<file path="src/hdl/eeprom_pkg.sv">
package eeprom_pkg;

    localparam int QUARTER_CLKS = 4;  // CLK cycles per quarter of SCL
    localparam int QCNT_W = $clog2(QUARTER_CLKS);
    localparam logic [3:0] DEV_TYPE = 4'b1010;
    localparam int EE_ADDR_W = 11;

    // sequencer state bits, one-hot
    localparam int SEQ_STATES = 10;
    localparam int S_IDLE = 0;
    localparam int S_START = 1;
    localparam int S_CTRL_W = 2;
    localparam int S_ADDR = 3;
    localparam int S_DATA = 4;
    localparam int S_RESTART = 5;
    localparam int S_CTRL_R = 6;
    localparam int S_DATA_R = 7;
    localparam int S_STOP = 8;
    localparam int S_RESP = 9;

    typedef struct packed {
        logic                 cyc;
        logic                 stb;
        logic                 we;
        logic [EE_ADDR_W-1:0] adr;
        logic [7:0]           dat;
    } wb_req_t;

    typedef struct packed {
        logic       ack;
        logic       err;
        logic [7:0] dat;
    } wb_rsp_t;

    typedef enum logic [1:0] {
        OP_START,
        OP_STOP,
        OP_WRITE,
        OP_READ
    } byte_op_t;

    typedef struct packed {
        byte_op_t   op;
        logic [7:0] tx;
        logic       nack;  // read only: answer with nack
    } byte_cmd_t;

endpackage

</file>
<file path="src/hdl/i2c_byte_engine.sv">
`timescale 1ns/100ps
module i2c_byte_engine
    import eeprom_pkg::*;
(
    input  logic       CLK,
    input  logic       RESET,
    input  byte_cmd_t  cmd,
    input  logic       cmd_valid,
    output logic       eng_idle,
    output logic       done,
    output logic       rx_nack,
    output logic [7:0] rx_byte,
    output logic       scl_oe,
    output logic       sda_oe,
    input  logic       sda_in
);

    logic              busy;
    byte_op_t          op_q;
    logic              nack_q;
    logic [7:0]        sr;      // tx bits out of the top, rx bits in at the bottom
    logic [QCNT_W-1:0] qcnt;
    logic [1:0]        phase;
    logic [3:0]        bit_cnt;
    logic              q_end;
    logic              bit_end;
    logic              last_bit;
    logic              sample;
    logic              scl_nxt;
    logic              sda_nxt;

    assign q_end    = qcnt == QCNT_W'(QUARTER_CLKS - 1);
    assign bit_end  = q_end && phase == 2'd3;
    assign last_bit = (op_q == OP_START) || (op_q == OP_STOP) || bit_cnt == 4'd8;
    assign sample   = busy && q_end && phase == 2'd1;  // middle of SCL high
    assign done     = busy && bit_end && last_bit;
    assign eng_idle = !busy;
    assign rx_byte  = sr;

    // pull-low requests per quarter
    always_comb
    begin
        scl_nxt = scl_oe;
        sda_nxt = sda_oe;
        case (op_q)
            OP_START:
            begin
                // SCL may still be low here, which gives the repeated start
                scl_nxt = (phase == 2'd0) ? scl_oe : (phase == 2'd3);
                sda_nxt = phase[1];
            end
            OP_STOP:
            begin
                scl_nxt = phase == 2'd0;
                sda_nxt = !phase[1];  // released in the second half of SCL high
            end
            default:
            begin
                scl_nxt = (phase == 2'd0) || (phase == 2'd3);
                if (bit_cnt == 4'd8)
                    sda_nxt = (op_q == OP_READ) && !nack_q;  // ack slot
                else
                    sda_nxt = (op_q == OP_WRITE) && !sr[7];
            end
        endcase
    end

    always_ff @(posedge CLK)
    begin
        if (RESET)
        begin
            busy    <= 1'b0;
            qcnt    <= '0;
            phase   <= 2'd0;
            bit_cnt <= 4'd0;
            scl_oe  <= 1'b0;
            sda_oe  <= 1'b0;
            rx_nack <= 1'b0;
        end
        else if (!busy)
        begin
            if (cmd_valid)
            begin
                busy    <= 1'b1;
                qcnt    <= '0;
                phase   <= 2'd0;
                bit_cnt <= 4'd0;
            end
        end
        else
        begin
            scl_oe <= scl_nxt;
            sda_oe <= sda_nxt;
            qcnt   <= q_end ? '0 : qcnt + 1'b1;
            if (q_end)
                phase <= phase + 2'd1;
            if (bit_end)
                bit_cnt <= bit_cnt + 4'd1;
            if (sample && op_q == OP_WRITE && bit_cnt == 4'd8)
                rx_nack <= sda_in;  // high means no ack from device
            if (done)
                busy <= 1'b0;
        end
    end

    always_ff @(posedge CLK)
    begin
        if (!busy && cmd_valid)
        begin
            op_q   <= cmd.op;
            nack_q <= cmd.nack;
            sr     <= cmd.tx;
        end
        else if (busy && op_q == OP_WRITE && bit_end)
            sr <= {sr[6:0], 1'b0};
        else if (sample && op_q == OP_READ && bit_cnt < 4'd8)
            sr <= {sr[6:0], sda_in};
    end

endmodule

</file>
<file path="src/hdl/eeprom_sequencer.sv">
`timescale 1ns/100ps
module eeprom_sequencer
    import eeprom_pkg::*;
(
    input  logic       CLK,
    input  logic       RESET,
    input  wb_req_t    wb_req,
    output wb_rsp_t    wb_rsp,
    output byte_cmd_t  cmd,
    output logic       cmd_valid,
    input  logic       eng_idle,
    input  logic       done,
    input  logic       rx_nack,
    input  logic [7:0] rx_byte
);

    logic [SEQ_STATES-1:0] state;
    logic                  issued;     // command of this state already sent
    logic                  nack_seen;
    logic                  wr_state;
    logic [7:0]            rdat_q;

    function automatic logic [SEQ_STATES-1:0] state_code(input int idx);
        state_code = '0;
        state_code[idx] = 1'b1;
    endfunction

    assign wr_state  = state[S_CTRL_W] || state[S_ADDR] || state[S_DATA] || state[S_CTRL_R];
    assign cmd_valid = |state[S_STOP:S_START] && !issued && eng_idle;

    assign wb_rsp.ack = state[S_RESP] && !nack_seen;
    assign wb_rsp.err = state[S_RESP] && nack_seen;
    assign wb_rsp.dat = rdat_q;

    always_comb
    begin
        cmd.op   = OP_WRITE;
        cmd.tx   = 8'h00;
        cmd.nack = 1'b0;
        unique case (1'b1)
            state[S_START], state[S_RESTART]:
                cmd.op = OP_START;
            state[S_CTRL_W]:
                cmd.tx = {DEV_TYPE, wb_req.adr[EE_ADDR_W-1:8], 1'b0};  // block bits, write
            state[S_ADDR]:
                cmd.tx = wb_req.adr[7:0];
            state[S_DATA]:
                cmd.tx = wb_req.dat;
            state[S_CTRL_R]:
                cmd.tx = {DEV_TYPE, wb_req.adr[EE_ADDR_W-1:8], 1'b1};
            state[S_DATA_R]:
            begin
                cmd.op   = OP_READ;
                cmd.nack = 1'b1;  // single byte, so nack it
            end
            state[S_STOP]:
                cmd.op = OP_STOP;
            default:
            begin
            end
        endcase
    end

    always_ff @(posedge CLK)
    begin
        if (RESET)
        begin
            state     <= state_code(S_IDLE);
            issued    <= 1'b0;
            nack_seen <= 1'b0;
        end
        else
        begin
            if (cmd_valid)
                issued <= 1'b1;
            if (done)
                issued <= 1'b0;
            if (done && wr_state && rx_nack)
                nack_seen <= 1'b1;
            unique case (1'b1)
                state[S_IDLE]:
                    if (wb_req.cyc && wb_req.stb)
                    begin
                        nack_seen <= 1'b0;
                        state     <= state_code(S_START);
                    end
                state[S_START]:
                    if (done)
                        state <= state_code(S_CTRL_W);
                state[S_CTRL_W]:
                    if (done)
                        state <= state_code(rx_nack ? S_STOP : S_ADDR);
                state[S_ADDR]:
                    if (done)
                        state <= state_code(rx_nack ? S_STOP : (wb_req.we ? S_DATA : S_RESTART));
                state[S_DATA]:
                    if (done)
                        state <= state_code(S_STOP);
                state[S_RESTART]:
                    if (done)
                        state <= state_code(S_CTRL_R);
                state[S_CTRL_R]:
                    if (done)
                        state <= state_code(rx_nack ? S_STOP : S_DATA_R);
                state[S_DATA_R]:
                    if (done)
                        state <= state_code(S_STOP);
                state[S_STOP]:
                    if (done)
                        state <= state_code(S_RESP);
                default:
                    state <= state_code(S_IDLE);  // respond lasts one cycle
            endcase
        end
    end

    always_ff @(posedge CLK)
    begin
        if (done && state[S_DATA_R])
            rdat_q <= rx_byte;
    end

endmodule

</file>
<file path="src/hdl/wb_arbiter.sv">
`timescale 1ns/100ps
module wb_arbiter
    import eeprom_pkg::*;
(
    input  logic    CLK,
    input  logic    RESET,
    input  wb_req_t a_req,
    input  wb_req_t b_req,
    output wb_rsp_t a_rsp,
    output wb_rsp_t b_rsp,
    output wb_req_t seq_req,
    input  wb_rsp_t seq_rsp
);

    logic       busy;
    logic [1:0] grant;   // bit 0 port a, bit 1 port b
    logic       last_b;  // b won the last grant
    logic       a_want;
    logic       b_want;

    assign a_want = a_req.cyc && a_req.stb;
    assign b_want = b_req.cyc && b_req.stb;

    always_ff @(posedge CLK)
    begin
        if (RESET)
        begin
            busy   <= 1'b0;
            grant  <= 2'b00;
            last_b <= 1'b1;  // so a goes first
        end
        else if (!busy)
        begin
            if (a_want && (!b_want || last_b))
            begin
                busy   <= 1'b1;
                grant  <= 2'b01;
                last_b <= 1'b0;
            end
            else if (b_want)
            begin
                busy   <= 1'b1;
                grant  <= 2'b10;
                last_b <= 1'b1;
            end
        end
        else if (seq_rsp.ack || seq_rsp.err)
        begin
            busy  <= 1'b0;
            grant <= 2'b00;
        end
    end

    always_comb
    begin
        seq_req     = grant[1] ? b_req : a_req;
        seq_req.cyc = (grant[0] && a_req.cyc) || (grant[1] && b_req.cyc);
        seq_req.stb = (grant[0] && a_req.stb) || (grant[1] && b_req.stb);

        a_rsp     = seq_rsp;
        a_rsp.ack = seq_rsp.ack && grant[0];
        a_rsp.err = seq_rsp.err && grant[0];
        b_rsp     = seq_rsp;
        b_rsp.ack = seq_rsp.ack && grant[1];
        b_rsp.err = seq_rsp.err && grant[1];
    end

endmodule

</file>
<file path="src/hdl/eeprom_subsys.sv">
`timescale 1ns/100ps
module eeprom_subsys
    import eeprom_pkg::*;
(
    input  logic    CLK,
    input  logic    RESET,
    input  wb_req_t host_a_req,
    input  wb_req_t host_b_req,
    output wb_rsp_t host_a_rsp,
    output wb_rsp_t host_b_rsp,
    output logic    scl_oe,
    output logic    sda_oe,
    input  logic    sda_in
);

    wb_req_t    seq_req;
    wb_rsp_t    seq_rsp;
    byte_cmd_t  cmd;
    logic       cmd_valid;
    logic       eng_idle;
    logic       done;
    logic       rx_nack;
    logic [7:0] rx_byte;

    wb_arbiter u_arbiter (
        .CLK     (CLK),
        .RESET   (RESET),
        .a_req   (host_a_req),
        .b_req   (host_b_req),
        .a_rsp   (host_a_rsp),
        .b_rsp   (host_b_rsp),
        .seq_req (seq_req),
        .seq_rsp (seq_rsp)
    );

    eeprom_sequencer u_sequencer (
        .CLK       (CLK),
        .RESET     (RESET),
        .wb_req    (seq_req),
        .wb_rsp    (seq_rsp),
        .cmd       (cmd),
        .cmd_valid (cmd_valid),
        .eng_idle  (eng_idle),
        .done      (done),
        .rx_nack   (rx_nack),
        .rx_byte   (rx_byte)
    );

    i2c_byte_engine u_engine (
        .CLK       (CLK),
        .RESET     (RESET),
        .cmd       (cmd),
        .cmd_valid (cmd_valid),
        .eng_idle  (eng_idle),
        .done      (done),
        .rx_nack   (rx_nack),
        .rx_byte   (rx_byte),
        .scl_oe    (scl_oe),
        .sda_oe    (sda_oe),
        .sda_in    (sda_in)
    );

endmodule

</file>
<file path="config.mk">
export PLATFORM = sky130hd
export DESIGN_NAME = eeprom_subsys
export DESIGN_NICKNAME = d
export VERILOG_FILES = /design/src/hdl/eeprom_pkg.sv /design/src/hdl/i2c_byte_engine.sv /design/src/hdl/eeprom_sequencer.sv /design/src/hdl/wb_arbiter.sv /design/src/hdl/eeprom_subsys.sv
export SDC_FILE = /design/constraint.sdc
export NUM_CORES = 1
export LEC_CHECK = 0
export ABC_AREA = 1
export BUFFER_PORTS_ARGS = -buffer_cell sky130_fd_sc_hd__buf_2
export CORE_AREA = 3 3 87 89
export DETAILED_ROUTE_END_ITERATION = 16
export DIE_AREA = 0 0 90 92
export PLACE_DENSITY_LB_ADDON = 0.15
export SLEW_MARGIN = 20
export SYNTH_ARGS = -nofsm -noshare
export SYNTH_HDL_FRONTEND = slang
export SYNTH_HIERARCHICAL = 1
export SYNTH_SLANG_ARGS = --single-unit
</file>
<file path="constraint.sdc">
create_clock -name CLK -period 2.78 [get_ports CLK]
set_input_delay 0.556 -clock CLK [delete_from_list [all_inputs] [get_ports CLK]]
set_output_delay 0.556 -clock CLK [all_outputs]
set_load 0.005 [all_outputs]
</file>
==> implementation parameters, run 1 <==
Parameter                              Value

Status
  Result of the run ... finished, final reports clean

Timing
  Portion of the clock cycle consumed by the worst path in the final layout ... 78.3%
  Worst-Margin Slew ... 0.743 ns
  Setup repair after global routing missed its margin ... no
  Worst slew margin relative to its limit ... 50.2%
  Finish-stage setup viols ... 0
  Upper clock frequency limit ... 0.460 GHz
  Max Slew Vio Count ... 0
  Post-route setup TNS ... 0 ns
  Min cycle time layout ... 2.18 ns
  Total count of hold-check failures in the final report ... 0
  Worst clock skew on the final layout ... 0.00935 ns

Global routing
  Total Routing Usage GR ... 14.8%
  First-pass GRT wire length ... 10,000 µm
  Initial antenna violation count ... 0
  Maximum number of pins on one net before global-route repair ... 26
  Number of global-route vias before repair ... 2,212
  Total gr overflow ... 0

Placement
  Post-DP HPWL ... 4550 µm
  Cell area reported after detailed placement ... 3000 µm²
  Port bufs ... 68
  GP Congestion ... 0.816

Min path
  Worst hold path type ... register to register
  Worst hold path startpoint ... u_engine/rx_byte[7]
  Number of stages on the worst hold path ... 0

Floorplan
  Die Y-Extent ... 92 µm
  X dimension of the die ... 90 µm
  Overall die area ... 8280 µm²
  Area inside the core boundary ... 6830 µm²
  Count of pins on the block boundary ... 69
  Initial Utilization ... 40.1%
  Num rows ... 30

Power and ir drop
  Sw Share ... 23.8%
  Total power divided by cell area ... 441 nW/µm²
  Design Power ... 1370 µW
  Internal ... 1040 µW
  Worst ir drop on vdd ... 0.180 mV
  Part of the total power dissipated in combinational logic ... 9.7%
  Proportion of power drawn by flip-flops and latches ... 53.1%
  Clock network power share ... 37.2%
  Total net switching power ... 327 µW
  Static power due to leakage ... 0.00156 µW

Logic synthesis
  Dominant synthesized flop cell ... sky130_fd_sc_hd__dfxtp_1
  Count of flip-flops with a built-in enable after synthesis ... 19
  Most repeated cell in the gate-level netlist after synthesis ... sky130_fd_sc_hd__nand2_1
  Syn_nets ... 439
  Fraction of synthesis flops using an asynchronous set or reset pin ... 0%
  YS warnings ... 6
  Top cells by area in the synthesized netlist ... sky130_fd_sc_hd__nand2_1, sky130_fd_sc_hd__edfxtp_1, sky130_fd_sc_hd__dfxtp_1
  Top cells by count, synth ... sky130_fd_sc_hd__nand2_1, sky130_fd_sc_hd__nor2_1, sky130_fd_sc_hd__inv_1
  Cell count after synthesis ... 386
  Synth unique cells ... 29
  Top-area cell type share of the netlist area ... 21.8%
  Sequential element share of the synthesized area ... 41.3%
  Number of storage elements in the synthesis netlist ... 47
  Post-Synthesis Cell Area ... 2740 µm²
  Library cell occupying the most area in the post-synthesis netlist ... sky130_fd_sc_hd__nand2_1
  Post-Syn Area per Cell ... 7.10 µm²

Cells and area
  Filler instances ... 734
  Ratio of cells with drive above 1 in the final layout ... 21.6%
  Post-synthesis to final-layout area growth ... 13.5%
  Antenna cells ... 0
  Total number of nets in the final design ... 488
  Area of all placed cells without fillers ... 3110 µm²

Critical path
  Startpoint of the lowest-slack register-to-register path ... u_sequencer/state[6]
  R2R setup slack ... 0.60 ns
  Critical-path maximum fanout ... 11
  CP Cell Sequence ... nor2_1 -> nand2_1 -> nor2_2 -> nor3_1 -> nand2_4 -> nand2_4 -> nand2_1 -> o21ai_1
  Critical path data arrival time ... 2.13 ns
  Type of element launching the critical path ... register
  Critical path class ... register to register
  Slowest cell on the critical path ... sky130_fd_sc_hd__dfxtp_1
  Required time reported for the critical path endpoint ... 2.73 ns
  Launching element of the worst setup path ... u_sequencer/state[6]
  Delay of the slowest critical-path stage ... 0.43 ns
  R2R depth ... 8
  Type of destination of the critical path ... register

Clock tree
  Clock Sink Count ... 47
  Clock tree from TritonCTS ... built
  H-Tree Depth ... 2
  Resized Gates After CTS ... 0
  Number of buffers inserted by post-CTS setup repair ... 0
  Hold buffer count at cts ... 0
  Clock Tree Buf Depth ... 2
  CTS clk-pin slew, worst paths ... 0.09 ns
  Number of buffers created by CTS ... 5
  Root Driver ... sky130_fd_sc_hd__clkbuf_8
  Clock latency of the later-clocked register in the worst-skew pair ... 0.31 ns

Route
  Drt wl/cell ... 11.3 µm
  Overall via count from detail_route ... 2,440
  Number of vias per cell ... 4.59
  Initial DRC Count ... 83
  Antenna Violating Nets Remaining ... 0
  Iteration count of the initial detailed-routing pass ... 4
  Detailed Route WL ... 6000 µm
  Remaining design rule violation count ... 0

Job
  Max-cap violations ... 0
-- kinds of logic after synthesis --
logic type / count (synthesis) / synth area share (%)
AOI/OAI and AO/OA: 36 / 8.04
buffers and inverters: 68 / 13.8
and+or+nand+nor: 229 / 34.1
adders and majority gates: 6 / 2.74
DFF: 47 / 41.3
-- flip-flops by register name, indices dropped and copies added (netlist names), 2 cells and up --
register and cells:
u_sequencer/state 10, u_engine/rx_byte 8, u_sequencer/rdat_q 8, u_engine/bit_cnt 4, u_arbiter/grant 2, u_engine/op_q 2, u_engine/phase 2, u_engine/qcnt 2
-- cells in the final DEF, fill, tap and decap left out, drive strengths merged --
cell type and n:
a21oi 22, a221o 3, a22o 2, buf 72
bufinv 1, clkbuf 5, clkinv 1, dfxtp 28
edfxtp 19, ha 6, inv 39, nand2 163
nand3 21, nand3b 2, nand4 1, nor2 38
nor3 3, o21a 1, o21ai 8, or2 1
-- worst max-delay path, delay by kind of cell (launching register included) --
| family | cells | cell delay, ns |
|---|---|---|
| and+or+nand+nor | 7 | 0.98 |
| DFF | 1 | 0.43 |
| AOI/OAI and AO/OA | 1 | 0.40 |
-- worst paths after layout --
check,endpoint
setup / recovery,u_engine/rx_byte[5]
hold / removal,u_sequencer/rdat_q[7]
setup reg to reg,u_engine/rx_byte[5]
hold reg to reg,u_sequencer/rdat_q[7]
-- metrics by stage --
step / utilization [%] / instances / hold WS, ns / setup slack (ns)
6_report: 45.5 / 532 / 0.466 / 0.605
5_1_grt: 45.5 / 532 / 0.488 / 0.448
4_1_cts: 45.5 / 532 / 0.469 / 0.542
3_5_place_dp: 43.9 / 524 / 0.445 / 0.545
3_3_place_gp: 43.9 / 524 / 0.445 / 0.617
2_1_floorplan: - / 386 / 0.427 / 0.850
-- power groups by stage --
stage               combinational (µW)  sequential (µW)  clock [µW]
global placement                   136              745           0
detailed placement                 134              745           0
global route                       154              730         549
finish                             133              729         510
CTS                                135              729         529
floorplan                         88.9              742           0
-- final cells by class --
type | count | area [µm²] | share of cell area, %
well taps | 96 | 120 | 3.86
clock buffers | 5 | 68.8 | 2.21
multi-input cells | 271 | 1230 | 39.5
clock inverters | 3 | 42.5 | 1.37
inverters | 38 | 148 | 4.75
flip-flops and latches | 47 | 1130 | 36.4
repair buffers | 72 | 370 | 11.9
-- layer usage --
| metal | part of all wire [%] | global-route usage, % | routed length [µm] | up-vias |
|---|---|---|---|---|
| met2 | 47 | 24.6 | 2810 | 62 |
| met1 | 47 | 19.2 | 2800 | 1082 |
| met4 | 0.60 | 4.59 | 36 | 0 |
| met5 | 0 | 0 | 0 | - |
| li1 | - | - | - | 1292 |
| met3 | 5.9 | 3.12 | 354 | 4 |
Power figures use the tool's default switching activity.
==> inputs of run 2 (changes only) <==
--- a/config.mk
+++ b/config.mk
@@ -5,7 +5,7 @@
 export SDC_FILE = /design/constraint.sdc
 export NUM_CORES = 1
 export LEC_CHECK = 0
-export ABC_AREA = 1
+export ABC_AREA = 0
 export BUFFER_PORTS_ARGS = -buffer_cell sky130_fd_sc_hd__buf_2
 export CORE_AREA = 3 3 87 89
 export DETAILED_ROUTE_END_ITERATION = 16
==> constraint.sdc (replaced) <==
create_clock -name CLK -period 2.21 [get_ports CLK]
set_input_delay 0.442 -clock CLK [delete_from_list [all_inputs] [get_ports CLK]]
set_output_delay 0.442 -clock CLK [all_outputs]
set_load 0.005 [all_outputs]
==> run 2 against run 1 <==
Utilization down 0.073 points. Worst hold slack worse by 0.023 ns. Area after synthesis shrank 1.3%. Sequential power up 26%.
==> implementation parameters, run 2 <==
Parameter                              Value

Global routing
  Met1 track demand over resource in global routing ... 17.5% (-1.8 points)
  Global-route track usage on met3 ... 2.71% (-0.41 points)
  Total Routing Usage GR ... 13.8% (-0.95 points)
  Total gr overflow ... 0 (unchanged)
  First-pass GRT wire length ... 9540 µm (-4.8%)
  Most crowded layer after global routing ... met2
  Met2 track demand over resource in global routing ... 24.1% (-0.50 points)
  Number of global-route vias before repair ... 2,079 (-6.0%)
  Maximum number of pins on one net before global-route repair ... 22 (-15%)
  Initial antenna violation count ... 0 (unchanged)

Timing
  Upper clock frequency limit ... 0.498 GHz (+8.4%)
  Worst slew margin relative to its limit ... 72.9% (+23 points)
  Max Slew Vio Count ... 0 (unchanged)
  Worst-Margin Slew ... 0.407 ns (-0.336 ns)
  Worst Slack Setup Final ... 0.203 ns (-0.402 ns)
  Finish-stage setup viols ... 0 (unchanged)
  Total count of hold-check failures in the final report ... 0 (unchanged)
  Worst clock skew on the final layout ... 0.00422 ns (-0.00513 ns)
  Post-route setup TNS ... 0 ns (unchanged)
  Min cycle time layout ... 2.01 ns (-0.168 ns)
  Portion of the clock cycle consumed by the worst path in the final layout ... 90.8% (+13 points)
  Setup repair after global routing missed its margin ... no

Placement
  Post-DP HPWL ... 4410 µm (-3.1%)
  Port bufs ... 68 (unchanged)
  Pre-CTS setup slack ... 0.204 ns (-0.341 ns)
  GP Congestion ... 0.735 (-9.9%)

Logic synthesis
  Library cell occupying the most area in the post-synthesis netlist ... sky130_fd_sc_hd__edfxtp_1
  Number of storage elements in the synthesis netlist ... 47 (unchanged)
  Top-area cell type share of the netlist area ... 21.1% (-0.68 points)
  Top cells by area in the synthesized netlist ... sky130_fd_sc_hd__edfxtp_1, sky130_fd_sc_hd__dfxtp_1, sky130_fd_sc_hd__mux2_2
  Syn_nets ... 327 (-26%)
  Top cells by count, synth ... sky130_fd_sc_hd__dfxtp_1, sky130_fd_sc_hd__nand2_1, sky130_fd_sc_hd__mux2_2
  Count of flip-flops with a built-in enable after synthesis ... 19 (unchanged)
  Fraction of synthesis flops using an asynchronous set or reset pin ... 0% (unchanged)
  Post-Synthesis Cell Area ... 2700 µm² (-1.3%)
  Post-Syn Area per Cell ... 9.87 µm² (+39%)
  Synth unique cells ... 60 (+110%)
  Sequential element share of the synthesized area ... 41.8% (+0.55 points)
  Cell count after synthesis ... 274 (-29%)
  Dominant synthesized flop cell ... sky130_fd_sc_hd__dfxtp_1
  Most repeated cell in the gate-level netlist after synthesis ... sky130_fd_sc_hd__dfxtp_1
  YS warnings ... 6 (unchanged)

Route
  Drt wl/cell ... 13.6 µm (+20%)
  Detailed Route WL ... 5740 µm (-4.4%)
  Number of vias per cell ... 4.94 (+7.6%)
  Overall via count from detail_route ... 2,088 (-14%)
  Remaining design rule violation count ... 0 (unchanged)
  Iteration count of the initial detailed-routing pass ... 4 (unchanged)
  Antenna Violating Nets Remaining ... 0 (unchanged)
  Initial DRC Count ... 111 (+34%)

Critical path
  Critical path class ... register to register
  Critical-path maximum fanout ... 8 (-3)
  Delay of the slowest critical-path stage ... 0.57 ns (+0.14 ns)
  CP Cell Sequence ... or4_4 -> o21ai_0 -> nor2_1 -> nand2b_1 -> inv_2 -> a31o_2
  Type of destination of the critical path ... register
  R2R depth ... 6 (-2)
  Required time reported for the critical path endpoint ... 2.24 ns (-0.49 ns)
  Type of element launching the critical path ... register
  Critical path data arrival time ... 2.04 ns (-0.09 ns)
  Slowest cell on the critical path ... sky130_fd_sc_hd__or4_4

Clock tree
  Number of buffers created by CTS ... 5 (unchanged)
  Clock Sink Count ... 47 (unchanged)
  CTS clk-pin slew, worst paths ... 0.08 ns (about the same)
  Clock latency of the later-clocked register in the worst-skew pair ... 0.29 ns (-0.02 ns)
  Root Driver ... sky130_fd_sc_hd__clkbuf_8
  Hold buffer count at cts ... 0 (unchanged)
  Number of buffers inserted by post-CTS setup repair ... 0 (unchanged)
  Resized Gates After CTS ... 0 (unchanged)
  H-Tree Depth ... 2 (unchanged)
  Clock Tree Buf Depth ... 2 (unchanged)
  Clock tree from TritonCTS ... built

Min path
  Number of stages on the worst hold path ... 3 (+3)
  Worst hold path type ... input port to register

Cells and area
  Leading cell type in the layout, fill and taps excluded ... sky130_fd_sc_hd__buf_2
  Post-synthesis to final-layout area growth ... 14.9%
  Antenna cells ... 0 (unchanged)
  Reg with most FFs ... u_sequencer/state
  Most frequent cells in the layout ... sky130_fd_sc_hd__buf_2, sky130_fd_sc_hd__dfxtp_1, sky130_fd_sc_hd__nand2_1
  Ratio of cells with drive above 1 in the final layout ... 36.4% (+15 points)
  Flip-flop count of the largest register after layout ... 10 (unchanged)
  Total number of nets in the final design ... 379 (-22%)
  Filler instances ... 698 (-4.9%)

Power and ir drop
  Static power due to leakage ... 0.00128 µW (-18%)
  Total power divided by cell area ... 500 nW/µm² (+13%)
  Worst ir drop on vdd ... 0.285 mV (+58%)

Status
  Result of the run ... finished, final reports clean

Floorplan
  Overall die area ... 8280 µm² (unchanged)
  Area inside the core boundary ... 6830 µm² (unchanged)
  Die Y-Extent ... 92 µm (unchanged)
  X dimension of the die ... 90 µm (unchanged)
  Count of pins on the block boundary ... 69 (unchanged)
  Num rows ... 30 (unchanged)
  Initial Utilization ... 39.6% (-0.53 points)

Job
  Max-cap violations ... 0 (unchanged)
-- run 2: changes by cell type after synthesis, moves of 14 or more --
cell,before,now
sky130_fd_sc_hd__nand2_1,159,25
sky130_fd_sc_hd__nor2_1,35,10
sky130_fd_sc_hd__mux2_2,0,20
sky130_fd_sc_hd__nand3_1,21,7
sky130_fd_sc_hd__inv_1,34,14
-- run 2: logic make-up (layout without fill, tap and decap cells) --
group	after synthesis	count (layout)	synth area share, %
multiplexers	25	25	10.2
XOR/XNOR	3	3	0.972
AO/OA/AOI/OAI	57	57	15.1
flip-flops	47	47	41.8
adder cells (fa/ha/maj)	6	6	2.78
buffers and inverters	46	99	9.95
AND/OR/NAND/NOR	90	90	19.2
-- run 2: stage by stage --
| step | std cells | instance area, µm² | utilization, % | hold WS [ns] | power [µW] |
|---|---|---|---|---|---|
| floorplan | 274 | 2700 | - | 0.419 | 1020 |
| global placement | 415 | 3020 | 44.3 | 0.439 | 1080 |
| detailed placement | 415 | 3020 | 44.3 | 0.451 | 1080 |
| CTS | 423 | 3110 | 45.5 | 0.437 | 1570 |
| global route | 423 | 3110 | 45.5 | 0.467 | 1630 |
| finish | 423 | 3110 | 45.5 | 0.443 | 1550 |
-- run 2: metal layers --
layer | vias up | wire [µm]
met2 | 42 | 2820
met3 | 2 | 208
met1 | 978 | 2680
met4 | 0 | 32
li1 | 1066 | -
met5 | - | 0
-- run 2: final timing paths --
check	start	to	slack (ns)
worst max-delay path	u_sequencer/state[7]	u_engine/rx_byte[0]	0.20
worst min-delay path	sda_in	u_engine/rx_nack	0.44
worst max register to register	u_sequencer/state[7]	u_engine/rx_byte[0]	0.20
worst min register to register	u_engine/rx_byte[6]	u_sequencer/rdat_q[6]	0.46
-- run 2: final cells by class --
type | count | area, µm² | area share, %
Multi-Input combinational cell | 181 | 1300 | 42.0
Sequential cell | 47 | 1130 | 36.4
Timing Repair Buffer | 76 | 413 | 13.3
Tap cell | 96 | 120 | 3.87
Clock buffer | 7 | 76.3 | 2.46
Inverter | 15 | 56.3 | 1.81
Clock inverter | 1 | 5.00 | 0.161
-- run 2: worst max-delay path: cells and delay by family (launching register included) --
| family | cells | cell delay [ns] |
|---|---|---|
| simple gates | 3 | 0.77 |
| compound gates | 2 | 0.54 |
| flops | 1 | 0.36 |
| buf+inv | 1 | 0.08 |
-- run 2: power breakdown --
part / total (µW) / internal, µW / switching (µW) / leakage (µW)
logic: 142 / 82.3 / 59.7 / 0.000841
registers: 919 / 907 / 12.6 / 0.000396
clock network: 493 / 223 / 270 / 0.0000422
